**src/cpu_macros.svh**
```systemverilog
`ifndef CPU_MACROS_SVH
`define CPU_MACROS_SVH

// Data path and address width
`define WORD_W 32

// Architectural register count
`define NUM_REGS 32

// First instruction address after reset
`define RESET_PC 32'h0000_0000

// Byte stride between consecutive words
`define WORD_BYTES 32'd4

`endif

```
**src/isa_pkg.sv**
```systemverilog
`include "cpu_macros.svh"

package isa_pkg;

	// Machine word and raw instruction word
	typedef logic [`WORD_W-1:0] word_t;
	typedef logic [`WORD_W-1:0] instr_t;

	// Index into the register file
	typedef logic [$clog2(`NUM_REGS)-1:0] reg_idx_t;

	// Opcode field, bits 31:26
	typedef enum logic [5:0]
	{
		OP_HALT  = 6'b000000,
		// Jumps
		OP_J     = 6'b000100,
		OP_JR    = 6'b000101,
		OP_JAL   = 6'b000110,
		OP_JALR  = 6'b000111,
		// Immediate arithmetic and logic
		OP_ADDI  = 6'b001000,
		OP_SUBI  = 6'b001001,
		OP_XORI  = 6'b001010,
		OP_ANDNI = 6'b001011,
		// Branches against zero
		OP_BEQZ  = 6'b001100,
		OP_BNEZ  = 6'b001101,
		OP_BLTZ  = 6'b001110,
		OP_BGEZ  = 6'b001111,
		// Memory
		OP_ST    = 6'b010000,
		OP_LD    = 6'b010001,
		OP_SLBI  = 6'b010010,
		OP_STU   = 6'b010011,
		// Shifts and rotates
		OP_ROLI  = 6'b010100,
		OP_SLLI  = 6'b010101,
		OP_RORI  = 6'b010110,
		OP_SRLI  = 6'b010111,
		OP_LBI   = 6'b011000
	} opcode_e;

endpackage

```
**src/bus_pkg.sv**
```systemverilog
`include "cpu_macros.svh"

package bus_pkg;

	// Byte address on the memory bus, words aligned to 4
	typedef logic [`WORD_W-1:0] addr_t;

	// APB transfer phase
	typedef enum logic [1:0]
	{
		IDLE,
		SETUP,
		ACCESS
	} apb_phase_e;

	// Current bus owner
	typedef enum logic [1:0]
	{
		REQ_NONE,
		REQ_FETCH,
		REQ_DATA
	} requester_e;

endpackage

```
**src/imm_decode.sv**
```systemverilog
`timescale 1ns/100ps
`include "cpu_macros.svh"

module imm_decode
(
	input  isa_pkg::instr_t instr,
	output isa_pkg::word_t  imm
);

	import isa_pkg::*;

	opcode_e     op;
	logic [15:0] imm16;
	logic [25:0] imm26;

	assign op    = opcode_e'(instr[31:26]);
	assign imm16 = instr[15:0];
	assign imm26 = instr[25:0];

	always_comb
	begin
		case (op)
			// Logic immediates taken as unsigned
			OP_XORI, OP_ANDNI, OP_SLBI:
			begin
				imm = {{(`WORD_W-16){1'b0}}, imm16};
			end

			// Long jump offset
			OP_J, OP_JAL:
			begin
				imm = {{(`WORD_W-26){imm26[25]}}, imm26};
			end

			// Arithmetic and shift amounts
			OP_ADDI, OP_SUBI, OP_ROLI, OP_SLLI, OP_RORI, OP_SRLI:
			begin
				imm = {{(`WORD_W-16){imm16[15]}}, imm16};
			end

			// Memory displacement
			OP_ST, OP_LD, OP_STU:
			begin
				imm = {{(`WORD_W-16){imm16[15]}}, imm16};
			end

			// Branch offsets, LBI and register jumps
			OP_BEQZ, OP_BNEZ, OP_BLTZ, OP_BGEZ, OP_LBI, OP_JR, OP_JALR:
			begin
				imm = {{(`WORD_W-16){imm16[15]}}, imm16};
			end

			// HALT and unknown opcodes carry no immediate
			default:
			begin
				imm = '0;
			end
		endcase
	end

endmodule

```
**src/fetch_unit.sv**
```systemverilog
`timescale 1ns/100ps
`include "cpu_macros.svh"

module fetch_unit
(
	input  logic            clk,
	input  logic            reset,
	input  logic            take,
	input  logic            redirect,
	input  bus_pkg::addr_t  target,
	output logic            instr_valid,
	output isa_pkg::instr_t instr,
	output bus_pkg::addr_t  pc,
	input  logic            halt,
	output logic            req,
	input  logic            done,
	output bus_pkg::addr_t  addr,
	input  isa_pkg::word_t  rdata
);

	import isa_pkg::*;
	import bus_pkg::*;

	addr_t  fetch_pc;
	addr_t  req_addr;
	logic   req_q;
	logic   flush;
	logic   buf_valid;
	instr_t buf_instr;
	addr_t  buf_pc;
	logic   issue;

	// Prefetch when the buffer is free now or frees this cycle
	assign issue = !req_q && !redirect && !halt && (!buf_valid || take);

	always_ff @(posedge clk)
	begin
		if (reset)
		begin
			fetch_pc  <= `RESET_PC;
			req_q     <= 1'b0;
			flush     <= 1'b0;
			buf_valid <= 1'b0;
		end
		else
		begin
			if (issue)
				req_q <= 1'b1;
			else if (done)
				req_q <= 1'b0;

			if (redirect)
				fetch_pc <= target;
			else if (issue)
				fetch_pc <= fetch_pc + `WORD_BYTES;

			// In-flight word on redirect is dropped when its done arrives
			if (redirect)
			begin
				buf_valid <= 1'b0;
				flush     <= req_q && !done;
			end
			else if (done && flush)
				flush <= 1'b0;
			else if (done)
				buf_valid <= 1'b1;
			else if (take)
				buf_valid <= 1'b0;
		end
	end

	always_ff @(posedge clk)
	begin
		if (issue)
			req_addr <= fetch_pc;
		if (done && !flush && !redirect)
		begin
			buf_instr <= rdata;
			buf_pc    <= req_addr;
		end
	end

	assign req         = req_q;
	assign addr        = req_addr;
	assign instr_valid = buf_valid;
	assign instr       = buf_instr;
	assign pc          = buf_pc;

endmodule

```
**src/load_store_unit.sv**
```systemverilog
`timescale 1ns/100ps

module load_store_unit
(
	input  logic           clk,
	input  logic           reset,
	input  logic           mem_start,
	input  logic           mem_write,
	input  bus_pkg::addr_t mem_addr,
	input  isa_pkg::word_t mem_wdata,
	output logic           mem_done,
	output isa_pkg::word_t mem_rdata,
	output logic           req,
	output logic           write,
	output bus_pkg::addr_t addr,
	output isa_pkg::word_t wdata,
	input  logic           done,
	input  isa_pkg::word_t rdata
);

	import isa_pkg::*;
	import bus_pkg::*;

	logic  req_q;
	logic  done_q;
	logic  write_q;
	addr_t addr_q;
	word_t wdata_q;
	word_t rdata_q;

	always_ff @(posedge clk)
	begin
		if (reset)
		begin
			req_q  <= 1'b0;
			done_q <= 1'b0;
		end
		else
		begin
			if (mem_start)
				req_q <= 1'b1;
			else if (done)
				req_q <= 1'b0;
			done_q <= done;
		end
	end

	// Request payload held until the arbiter completes it
	always_ff @(posedge clk)
	begin
		if (mem_start)
		begin
			write_q <= mem_write;
			addr_q  <= mem_addr;
			wdata_q <= mem_wdata;
		end
		if (done && !write_q)
			rdata_q <= rdata;
	end

	assign req       = req_q;
	assign write     = write_q;
	assign addr      = addr_q;
	assign wdata     = wdata_q;
	assign mem_done  = done_q;
	assign mem_rdata = rdata_q;

endmodule

```
**src/bus_arbiter.sv**
```systemverilog
`timescale 1ns/100ps

module bus_arbiter
(
	input  logic           clk,
	input  logic           reset,
	input  logic           fetch_req,
	output logic           fetch_done,
	input  bus_pkg::addr_t fetch_addr,
	output isa_pkg::word_t fetch_rdata,
	input  logic           data_req,
	input  logic           data_write,
	input  bus_pkg::addr_t data_addr,
	input  isa_pkg::word_t data_wdata,
	output logic           data_done,
	output isa_pkg::word_t data_rdata,
	output bus_pkg::addr_t paddr,
	output logic           psel,
	output logic           penable,
	output logic           pwrite,
	output isa_pkg::word_t pwdata,
	input  isa_pkg::word_t prdata,
	input  logic           pready
);

	import bus_pkg::*;

	apb_phase_e phase;
	requester_e owner;
	logic       xfer_end;

	assign xfer_end = (phase == ACCESS) && pready;

	always_ff @(posedge clk)
	begin
		if (reset)
		begin
			phase <= IDLE;
			owner <= REQ_NONE;
		end
		else
		begin
			case (phase)
				IDLE:
				begin
					// Data side wins a tie
					if (data_req)
					begin
						owner <= REQ_DATA;
						phase <= SETUP;
					end
					else if (fetch_req)
					begin
						owner <= REQ_FETCH;
						phase <= SETUP;
					end
				end
				SETUP:
					phase <= ACCESS;
				ACCESS:
				begin
					if (pready)
					begin
						phase <= IDLE;
						owner <= REQ_NONE;
					end
				end
				default:
					phase <= IDLE;
			endcase
		end
	end

	assign psel    = (phase != IDLE);
	assign penable = (phase == ACCESS);

	// Owner payload onto the bus, stable while the owner is locked
	always_comb
	begin
		case (owner)
			REQ_DATA:
			begin
				paddr  = data_addr;
				pwrite = data_write;
				pwdata = data_wdata;
			end
			REQ_FETCH:
			begin
				paddr  = fetch_addr;
				pwrite = 1'b0;
				pwdata = '0;
			end
			default:
			begin
				paddr  = '0;
				pwrite = 1'b0;
				pwdata = '0;
			end
		endcase
	end

	assign fetch_done  = xfer_end && (owner == REQ_FETCH);
	assign data_done   = xfer_end && (owner == REQ_DATA);
	assign fetch_rdata = prdata;
	assign data_rdata  = prdata;

endmodule

```
**src/exec_core.sv**
```systemverilog
`timescale 1ns/100ps
`include "cpu_macros.svh"

module exec_core
(
	input  logic            clk,
	input  logic            reset,
	input  logic            instr_valid,
	input  isa_pkg::instr_t instr,
	input  bus_pkg::addr_t  pc,
	output logic            take,
	output logic            redirect,
	output bus_pkg::addr_t  target,
	output logic            halt,
	output logic            mem_start,
	output logic            mem_write,
	output bus_pkg::addr_t  mem_addr,
	output isa_pkg::word_t  mem_wdata,
	input  logic            mem_done,
	input  isa_pkg::word_t  mem_rdata,
	output logic            halted
);

	import isa_pkg::*;
	import bus_pkg::*;

	typedef enum logic [2:0]
	{
		S_DECODE,
		S_EXECUTE,
		S_MEM_WAIT,
		S_WRITEBACK,
		S_HALTED
	} core_state_e;

	core_state_e           state;
	word_t                 regs [`NUM_REGS];
	instr_t                instr_q;
	addr_t                 pc_q;
	addr_t                 pc_next;
	opcode_e               op;
	reg_idx_t              rs_idx;
	reg_idx_t              rd_idx;
	word_t                 rs_val;
	word_t                 rd_val;
	word_t                 imm;
	logic [4:0]            shamt;
	logic [2*`WORD_W-1:0]  rot_l;
	logic [2*`WORD_W-1:0]  rot_r;
	word_t                 alu_out;
	logic                  alu_we;
	reg_idx_t              alu_dst;
	logic                  is_mem;
	logic                  branch_taken;
	logic                  halt_now;
	logic                  wb_en;
	logic                  wb_load;
	reg_idx_t              wb_idx;
	word_t                 wb_data;

	imm_decode u_imm_decode
	(
		.instr (instr_q),
		.imm   (imm)
	);

	assign op      = opcode_e'(instr_q[31:26]);
	assign rs_idx  = instr_q[25:21];
	assign rd_idx  = instr_q[20:16];
	assign pc_next = pc_q + `WORD_BYTES;

	// r0 is hardwired to zero
	assign rs_val = (rs_idx == '0) ? '0 : regs[rs_idx];
	assign rd_val = (rd_idx == '0) ? '0 : regs[rd_idx];

	assign shamt = imm[4:0];
	assign rot_l = {rs_val, rs_val} << shamt;
	assign rot_r = {rs_val, rs_val} >> shamt;

	// Result and destination per opcode
	always_comb
	begin
		alu_out = '0;
		alu_we  = 1'b1;
		alu_dst = rd_idx;
		case (op)
			OP_ADDI:  alu_out = rs_val + imm;
			OP_SUBI:  alu_out = imm - rs_val;
			OP_XORI:  alu_out = rs_val ^ imm;
			OP_ANDNI: alu_out = rs_val & ~imm;
			OP_ROLI:  alu_out = rot_l[2*`WORD_W-1:`WORD_W];
			OP_SLLI:  alu_out = rs_val << shamt;
			OP_RORI:  alu_out = rot_r[`WORD_W-1:0];
			OP_SRLI:  alu_out = rs_val >> shamt;
			OP_LBI:   alu_out = imm;
			OP_SLBI:  alu_out = (rd_val << 16) | imm;
			// Load data comes back through the load/store unit
			OP_LD:    alu_out = '0;
			OP_STU:
			begin
				alu_out = mem_addr;
				alu_dst = rs_idx;
			end
			OP_JAL, OP_JALR:
			begin
				alu_out = pc_next;
				alu_dst = reg_idx_t'(`NUM_REGS - 1);
			end
			default:  alu_we = 1'b0;
		endcase
	end

	// Branch and jump resolution
	always_comb
	begin
		branch_taken = 1'b0;
		target       = pc_next + imm;
		case (op)
			OP_BEQZ: branch_taken = (rs_val == '0);
			OP_BNEZ: branch_taken = (rs_val != '0);
			OP_BLTZ: branch_taken = rs_val[`WORD_W-1];
			OP_BGEZ: branch_taken = !rs_val[`WORD_W-1];
			OP_J, OP_JAL: branch_taken = 1'b1;
			OP_JR, OP_JALR:
			begin
				branch_taken = 1'b1;
				target       = rs_val + imm;
			end
			default: branch_taken = 1'b0;
		endcase
	end

	assign is_mem    = (op == OP_ST) || (op == OP_LD) || (op == OP_STU);
	assign mem_write = (op == OP_ST) || (op == OP_STU);
	assign mem_addr  = rs_val + imm;
	assign mem_wdata = rd_val;
	assign mem_start = (state == S_EXECUTE) && is_mem;
	assign redirect  = (state == S_EXECUTE) && branch_taken;

	assign take     = (state == S_DECODE) && instr_valid;
	assign halt_now = take && (opcode_e'(instr[31:26]) == OP_HALT);
	// Stops the fetch unit from the cycle HALT is taken
	assign halt     = halted || halt_now;

	always_ff @(posedge clk)
	begin
		if (reset)
		begin
			state  <= S_DECODE;
			halted <= 1'b0;
			wb_en  <= 1'b0;
		end
		else
		begin
			case (state)
				S_DECODE:
				begin
					if (halt_now)
					begin
						state  <= S_HALTED;
						halted <= 1'b1;
					end
					else if (take)
						state <= S_EXECUTE;
				end
				S_EXECUTE:
				begin
					wb_en <= alu_we;
					state <= is_mem ? S_MEM_WAIT : S_WRITEBACK;
				end
				S_MEM_WAIT:
				begin
					if (mem_done)
						state <= S_WRITEBACK;
				end
				S_WRITEBACK:
					state <= S_DECODE;
				S_HALTED:
					state <= S_HALTED;
				default:
					state <= S_DECODE;
			endcase
		end
	end

	always_ff @(posedge clk)
	begin
		if (take)
		begin
			instr_q <= instr;
			pc_q    <= pc;
		end
		if (state == S_EXECUTE)
		begin
			wb_idx  <= alu_dst;
			wb_data <= alu_out;
			wb_load <= (op == OP_LD);
		end
		if ((state == S_WRITEBACK) && wb_en && (wb_idx != '0))
			regs[wb_idx] <= wb_load ? mem_rdata : wb_data;
	end

endmodule

```
**src/wisc_top.sv**
```systemverilog
`timescale 1ns/100ps

module wisc_top
(
	input  logic           clk,
	input  logic           reset,
	output bus_pkg::addr_t paddr,
	output logic           psel,
	output logic           penable,
	output logic           pwrite,
	output isa_pkg::word_t pwdata,
	input  isa_pkg::word_t prdata,
	input  logic           pready,
	output logic           halted
);

	import isa_pkg::*;
	import bus_pkg::*;

	// Core to fetch unit
	logic   instr_valid;
	instr_t instr;
	addr_t  pc;
	logic   take;
	logic   redirect;
	addr_t  target;
	logic   halt;

	// Core to load/store unit
	logic   mem_start;
	logic   mem_write;
	addr_t  mem_addr;
	word_t  mem_wdata;
	logic   mem_done;
	word_t  mem_rdata;

	// Peers to arbiter
	logic   fetch_req;
	logic   fetch_done;
	addr_t  fetch_addr;
	word_t  fetch_rdata;
	logic   data_req;
	logic   data_write;
	addr_t  data_addr;
	word_t  data_wdata;
	logic   data_done;
	word_t  data_rdata;

	fetch_unit u_fetch
	(
		.clk         (clk),
		.reset       (reset),
		.take        (take),
		.redirect    (redirect),
		.target      (target),
		.instr_valid (instr_valid),
		.instr       (instr),
		.pc          (pc),
		.halt        (halt),
		.req         (fetch_req),
		.done        (fetch_done),
		.addr        (fetch_addr),
		.rdata       (fetch_rdata)
	);

	load_store_unit u_lsu
	(
		.clk       (clk),
		.reset     (reset),
		.mem_start (mem_start),
		.mem_write (mem_write),
		.mem_addr  (mem_addr),
		.mem_wdata (mem_wdata),
		.mem_done  (mem_done),
		.mem_rdata (mem_rdata),
		.req       (data_req),
		.write     (data_write),
		.addr      (data_addr),
		.wdata     (data_wdata),
		.done      (data_done),
		.rdata     (data_rdata)
	);

	bus_arbiter u_arbiter
	(
		.clk         (clk),
		.reset       (reset),
		.fetch_req   (fetch_req),
		.fetch_done  (fetch_done),
		.fetch_addr  (fetch_addr),
		.fetch_rdata (fetch_rdata),
		.data_req    (data_req),
		.data_write  (data_write),
		.data_addr   (data_addr),
		.data_wdata  (data_wdata),
		.data_done   (data_done),
		.data_rdata  (data_rdata),
		.paddr       (paddr),
		.psel        (psel),
		.penable     (penable),
		.pwrite      (pwrite),
		.pwdata      (pwdata),
		.prdata      (prdata),
		.pready      (pready)
	);

	exec_core u_core
	(
		.clk         (clk),
		.reset       (reset),
		.instr_valid (instr_valid),
		.instr       (instr),
		.pc          (pc),
		.take        (take),
		.redirect    (redirect),
		.target      (target),
		.halt        (halt),
		.mem_start   (mem_start),
		.mem_write   (mem_write),
		.mem_addr    (mem_addr),
		.mem_wdata   (mem_wdata),
		.mem_done    (mem_done),
		.mem_rdata   (mem_rdata),
		.halted      (halted)
	);

endmodule

```
**config.mk**
```make
export PLATFORM = sky130hd
export DESIGN_NAME = wisc_top
export DESIGN_NICKNAME = d
export VERILOG_FILES = /design/src/isa_pkg.sv /design/src/bus_pkg.sv /design/src/imm_decode.sv /design/src/fetch_unit.sv /design/src/load_store_unit.sv /design/src/bus_arbiter.sv /design/src/exec_core.sv /design/src/wisc_top.sv
export VERILOG_INCLUDE_DIRS = /design/src
export SDC_FILE = /design/constraint.sdc
export NUM_CORES = 2
export LEC_CHECK = 0
export BUFFER_PORTS_ARGS = -buffer_cell sky130_fd_sc_hd__buf_2
export CORE_UTILIZATION = 35
export DETAILED_ROUTE_END_ITERATION = 12
export GPL_ROUTABILITY_DRIVEN = 0
export MAX_ROUTING_LAYER = met4
export PLACE_DENSITY = 0.51
export RECOVER_POWER = 50
export SETUP_SLACK_MARGIN = 0.15
export SLEW_MARGIN = 0
export SYNTH_ARGS = -nofsm -noshare
export SYNTH_HDL_FRONTEND = slang
export SYNTH_SLANG_ARGS = --single-unit
```
**constraint.sdc**
```tcl
create_clock -name clk -period 19.1 [get_ports clk]
set_clock_uncertainty 0.2 [all_clocks]
set_input_delay 3.82 -clock clk [delete_from_list [all_inputs] [get_ports clk]]
set_output_delay 3.82 -clock clk [all_outputs]
set_load 0.02 [all_outputs]
```
==> results.yml <==
min_path:
  holdPathEnd: "u_core.instr_q[11]"
  hp-class: "flip-flop to flip-flop"
  launch_point_of_the_worst_hold_path: "u_fetch.instr[11]"
  min_delay_path_depth: 0
clock_tree:
  setup_fix_buffers_added_after_clock_tree_synthesis: 0
  max-clock-path-buffers: 3
  post_cts_resize_count: 0
  root_buffer: "sky130_fd_sc_hd__clkbuf_16"
  tritoncts: "done"
  clkSinkCount: 1375
  cts_hold_buffers: 0
  cts_buffers: 153
  cts-htree-levels: 4
  worst_skew_pair.late_latency_ns: 0.82
  cts.reportedPaths.clkPinSlew_ns: 0.06
detailed_routing:
  ant_nets: 0
  firstDrtPassIters: 9
  wl_per_cell_um: 34.2
  drt_iter0_drc: 6419
  drc_errors: 0
  via_per_inst: 6.23
  route.final.wire_length_mm: 277
  routed-via-count: 50400
final_layout:
  final.fill_count: 19200
  area_growth_syn_to_layout_pct: 11.8
  share_of_final_layout_standard_cells_stronger_than_drive_strength_1_pct: 20.1
  layout.nets: 5325
  final_common_cell: "sky130_fd_sc_hd__edfxtp_1"
  layout_common_cells: "sky130_fd_sc_hd__edfxtp_1, sky130_fd_sc_hd__mux4_2, sky130_fd_sc_hd__nor2_1"
pwr:
  worst_ir_drop_on_vdd_mv: 0.0905
  total_leakage_power_nw: 27.5
  p_total_w: 0.00642
  power.density_mw_per_mm2: 78.7
global_routing:
  vias_in_the_first_global_route: 48400
  global_route.overflow_total: 0
  antenna_found_initial: 21
  wire_length_of_the_first_global_routing_pass_mm: 383
  global_route_usage_sum_pct: 26.6
  largest_net_degree_at_the_start_of_global_routing: 95
yosys:
  synth_register_bits: 1375
  ys.warnings.count: 0
  average_footprint_of_a_synthesized_cell_um2: 14.4
  synth_edf_count: 1319
  synthesized_instance_count: 5069
  dominantRegCellSynth: "sky130_fd_sc_hd__edfxtp_1"
  async_flop_share_pct: 0
  cell_area_synth_mm2: 0.0729
  ys_seq_area_share_pct: 55.9
  yosys_cell_types: 110
sta:
  tightest_slew_ns: 3.47
  setup_viol: 0
  fin_setup_tns_ns: 0
  fin_crit_ns: 8.18
  slew_headroom_pct: -131
  timing.final.max_slew_violations: 329
  min_period_over_period_pct: 42.9
  count_of_final_hold_check_violations: 0
  achievable-frequency_mhz: 122
  setup_repair_after_global_routing_missed_its_margin: "no"
critical_path:
  timing.critical_path.fanout_max: 46
  worstPathRequired_ns: 19.42
  r2r_depth: 22
  regToRegEndpoint: "u_core.wb_data[30]"
  worst_ep_arrival_time_ns: 8.50
  worst_setup_path_start_kind: "flip-flop"
  timing.reg2reg.setup_slack_ns: 10.92
  setup.worst_path.end_class: "flip-flop"
  path_class: "flip-flop to flip-flop"
die:
  die_h_um: 458
  boundaryPins: 103
  overall_die_area_mm2: 0.210
  starting_density_pct: 35.2
  placeableCoreArea_mm2: 0.207
  die_x_um: 458
  core.rowCount: 167
placed_design:
  dp_hpwl_mm: 180
  io_buffers: 102
run_status:
  run_status: "complete, but fails checks"
  violations: "max-capacitance violations, max-slew violations"
run:
  max_cap_violations: 12
## routing by layer
metal | wire, µm | track usage (%) | up-vias
met4 | 14600 | 12.3 | 0
met5 | 0 | - | -
met3 | 24200 | 4.75 | 627
li1 | - | - | 20700
met2 | 125000 | 39.9 | 2835
met1 | 113000 | 35.1 | 26300
## synth_stat cells, drive strengths merged, types with 80 or more instances
library cell / count / area (µm²)
nand2: 278 / 1050
inv: 111 / 417
ha: 127 / 1590
buf: 181 / 1430
a21oi: 182 / 918
nor2: 360 / 1360
mux4: 459 / 10400
clkbuf: 168 / 653
a22oi: 141 / 1060
edfxtp: 1319 / 39600
nand3: 98 / 500
nor3: 80 / 430
o21ai: 146 / 731
xnor2: 86 / 753
mux2i: 303 / 3030
## cell type report
cell class,count,area (µm²),share of cell area (%)
Clock inverter,93,1070,1.32
Sequential cell,1375,40800,50.0
Clock buffer,187,3990,4.89
Inverter,120,450,0.553
Antenna cell,21,52.6,0.0645
Multi-Input combinational cell,3255,30100,36.9
Tap cell,2788,3490,4.28
Timing Repair Buffer,255,1650,2.03
## sequential cells by signal, summed over array words and instances, names as in the netlist, 2 cells and up, named ones only
signal,cells
u_core.instr_q,32
u_core.pc_q,32
u_core.wb_data,32
u_core.regs,1024
u_fetch.pc,32
u_core.wb_idx,5
u_lsu.wdata,32
u_fetch.fetch_pc,32
u_fetch.instr,32
u_lsu.mem_rdata,32
u_core.state,3
u_arbiter.phase,2
u_lsu.addr,32
u_fetch.addr,32
u_arbiter.owner,2
## worst max-delay path by stage
stage | from | slack [ns] | to
after floorplan | pready | 9.91 | u_fetch.instr[0]
after global placement | flip-flop | 10.94 | u_core.wb_data[30]
after detailed placement | flip-flop | 11.04 | u_core.wb_data[30]
after CTS | flip-flop | 10.99 | u_core.wb_data[30]
after global routing | flip-flop | 10.56 | u_core.wb_data[30]
final | flip-flop | 10.92 | u_core.wb_data[30]
## power by group
part           switching, W  total [W]  internal [W]  leakage [nW]
Sequential       0.00000745    0.00328       0.00327          12.4
Clock               0.00129    0.00301       0.00172          2.44
Combinational     0.0000841   0.000126     0.0000420          12.7
## cells by family (layout without fill, tap and decap cells)
family	count (synthesis)	after routing	share of synthesized area [%]
compound gates	1024	1024	9.95
xor+xnor	125	125	1.50
fa+ha+maj	130	130	2.26
buf+inv	470	655	3.49
flops	1375	1375	55.9
mux	831	831	19.5
other cells	1	53	0.00514
simple gates	1113	1113	7.42
## per-stage QoR
step,hold WS (ns),std cells,setup slack [ns],area (µm²),util (%)
6_report,0.215,8094,10.92,81500,39.4
5_1_grt,0.218,8087,10.56,81500,39.4
4_1_cts,0.216,8073,10.99,81600,39.4
3_5_place_dp,0.205,7793,11.04,76500,36.9
3_3_place_gp,0.200,7793,10.94,76500,36.9
2_1_floorplan,0.200,5100,9.91,73000,-
## critical path, cell delays in order, from the launching register on
cell and delay, ns:
sky130_fd_sc_hd__dfxtp_4 0.87, sky130_fd_sc_hd__buf_4 0.73, sky130_fd_sc_hd__buf_4 0.70, sky130_fd_sc_hd__mux4_1 0.64, sky130_fd_sc_hd__nand2b_1 0.10, sky130_fd_sc_hd__nand2_1 0.05
sky130_fd_sc_hd__or4_1 0.80, sky130_fd_sc_hd__nand2_1 0.23, sky130_fd_sc_hd__inv_1 0.11, sky130_fd_sc_hd__ha_1 0.24, sky130_fd_sc_hd__inv_1 0.09, sky130_fd_sc_hd__fa_1 0.21
sky130_fd_sc_hd__nand2b_1 0.14, sky130_fd_sc_hd__a211oi_1 0.13, sky130_fd_sc_hd__o211a_1 0.28, sky130_fd_sc_hd__o311ai_0 0.66, sky130_fd_sc_hd__a211oi_1 0.28, sky130_fd_sc_hd__o2111a_1 0.35
sky130_fd_sc_hd__nor2_1 0.25, sky130_fd_sc_hd__o221ai_1 0.17, sky130_fd_sc_hd__xnor2_1 0.20, sky130_fd_sc_hd__a211oi_1 0.27, sky130_fd_sc_hd__nand3_1 0.11
(Power assumes the default switching activity.)
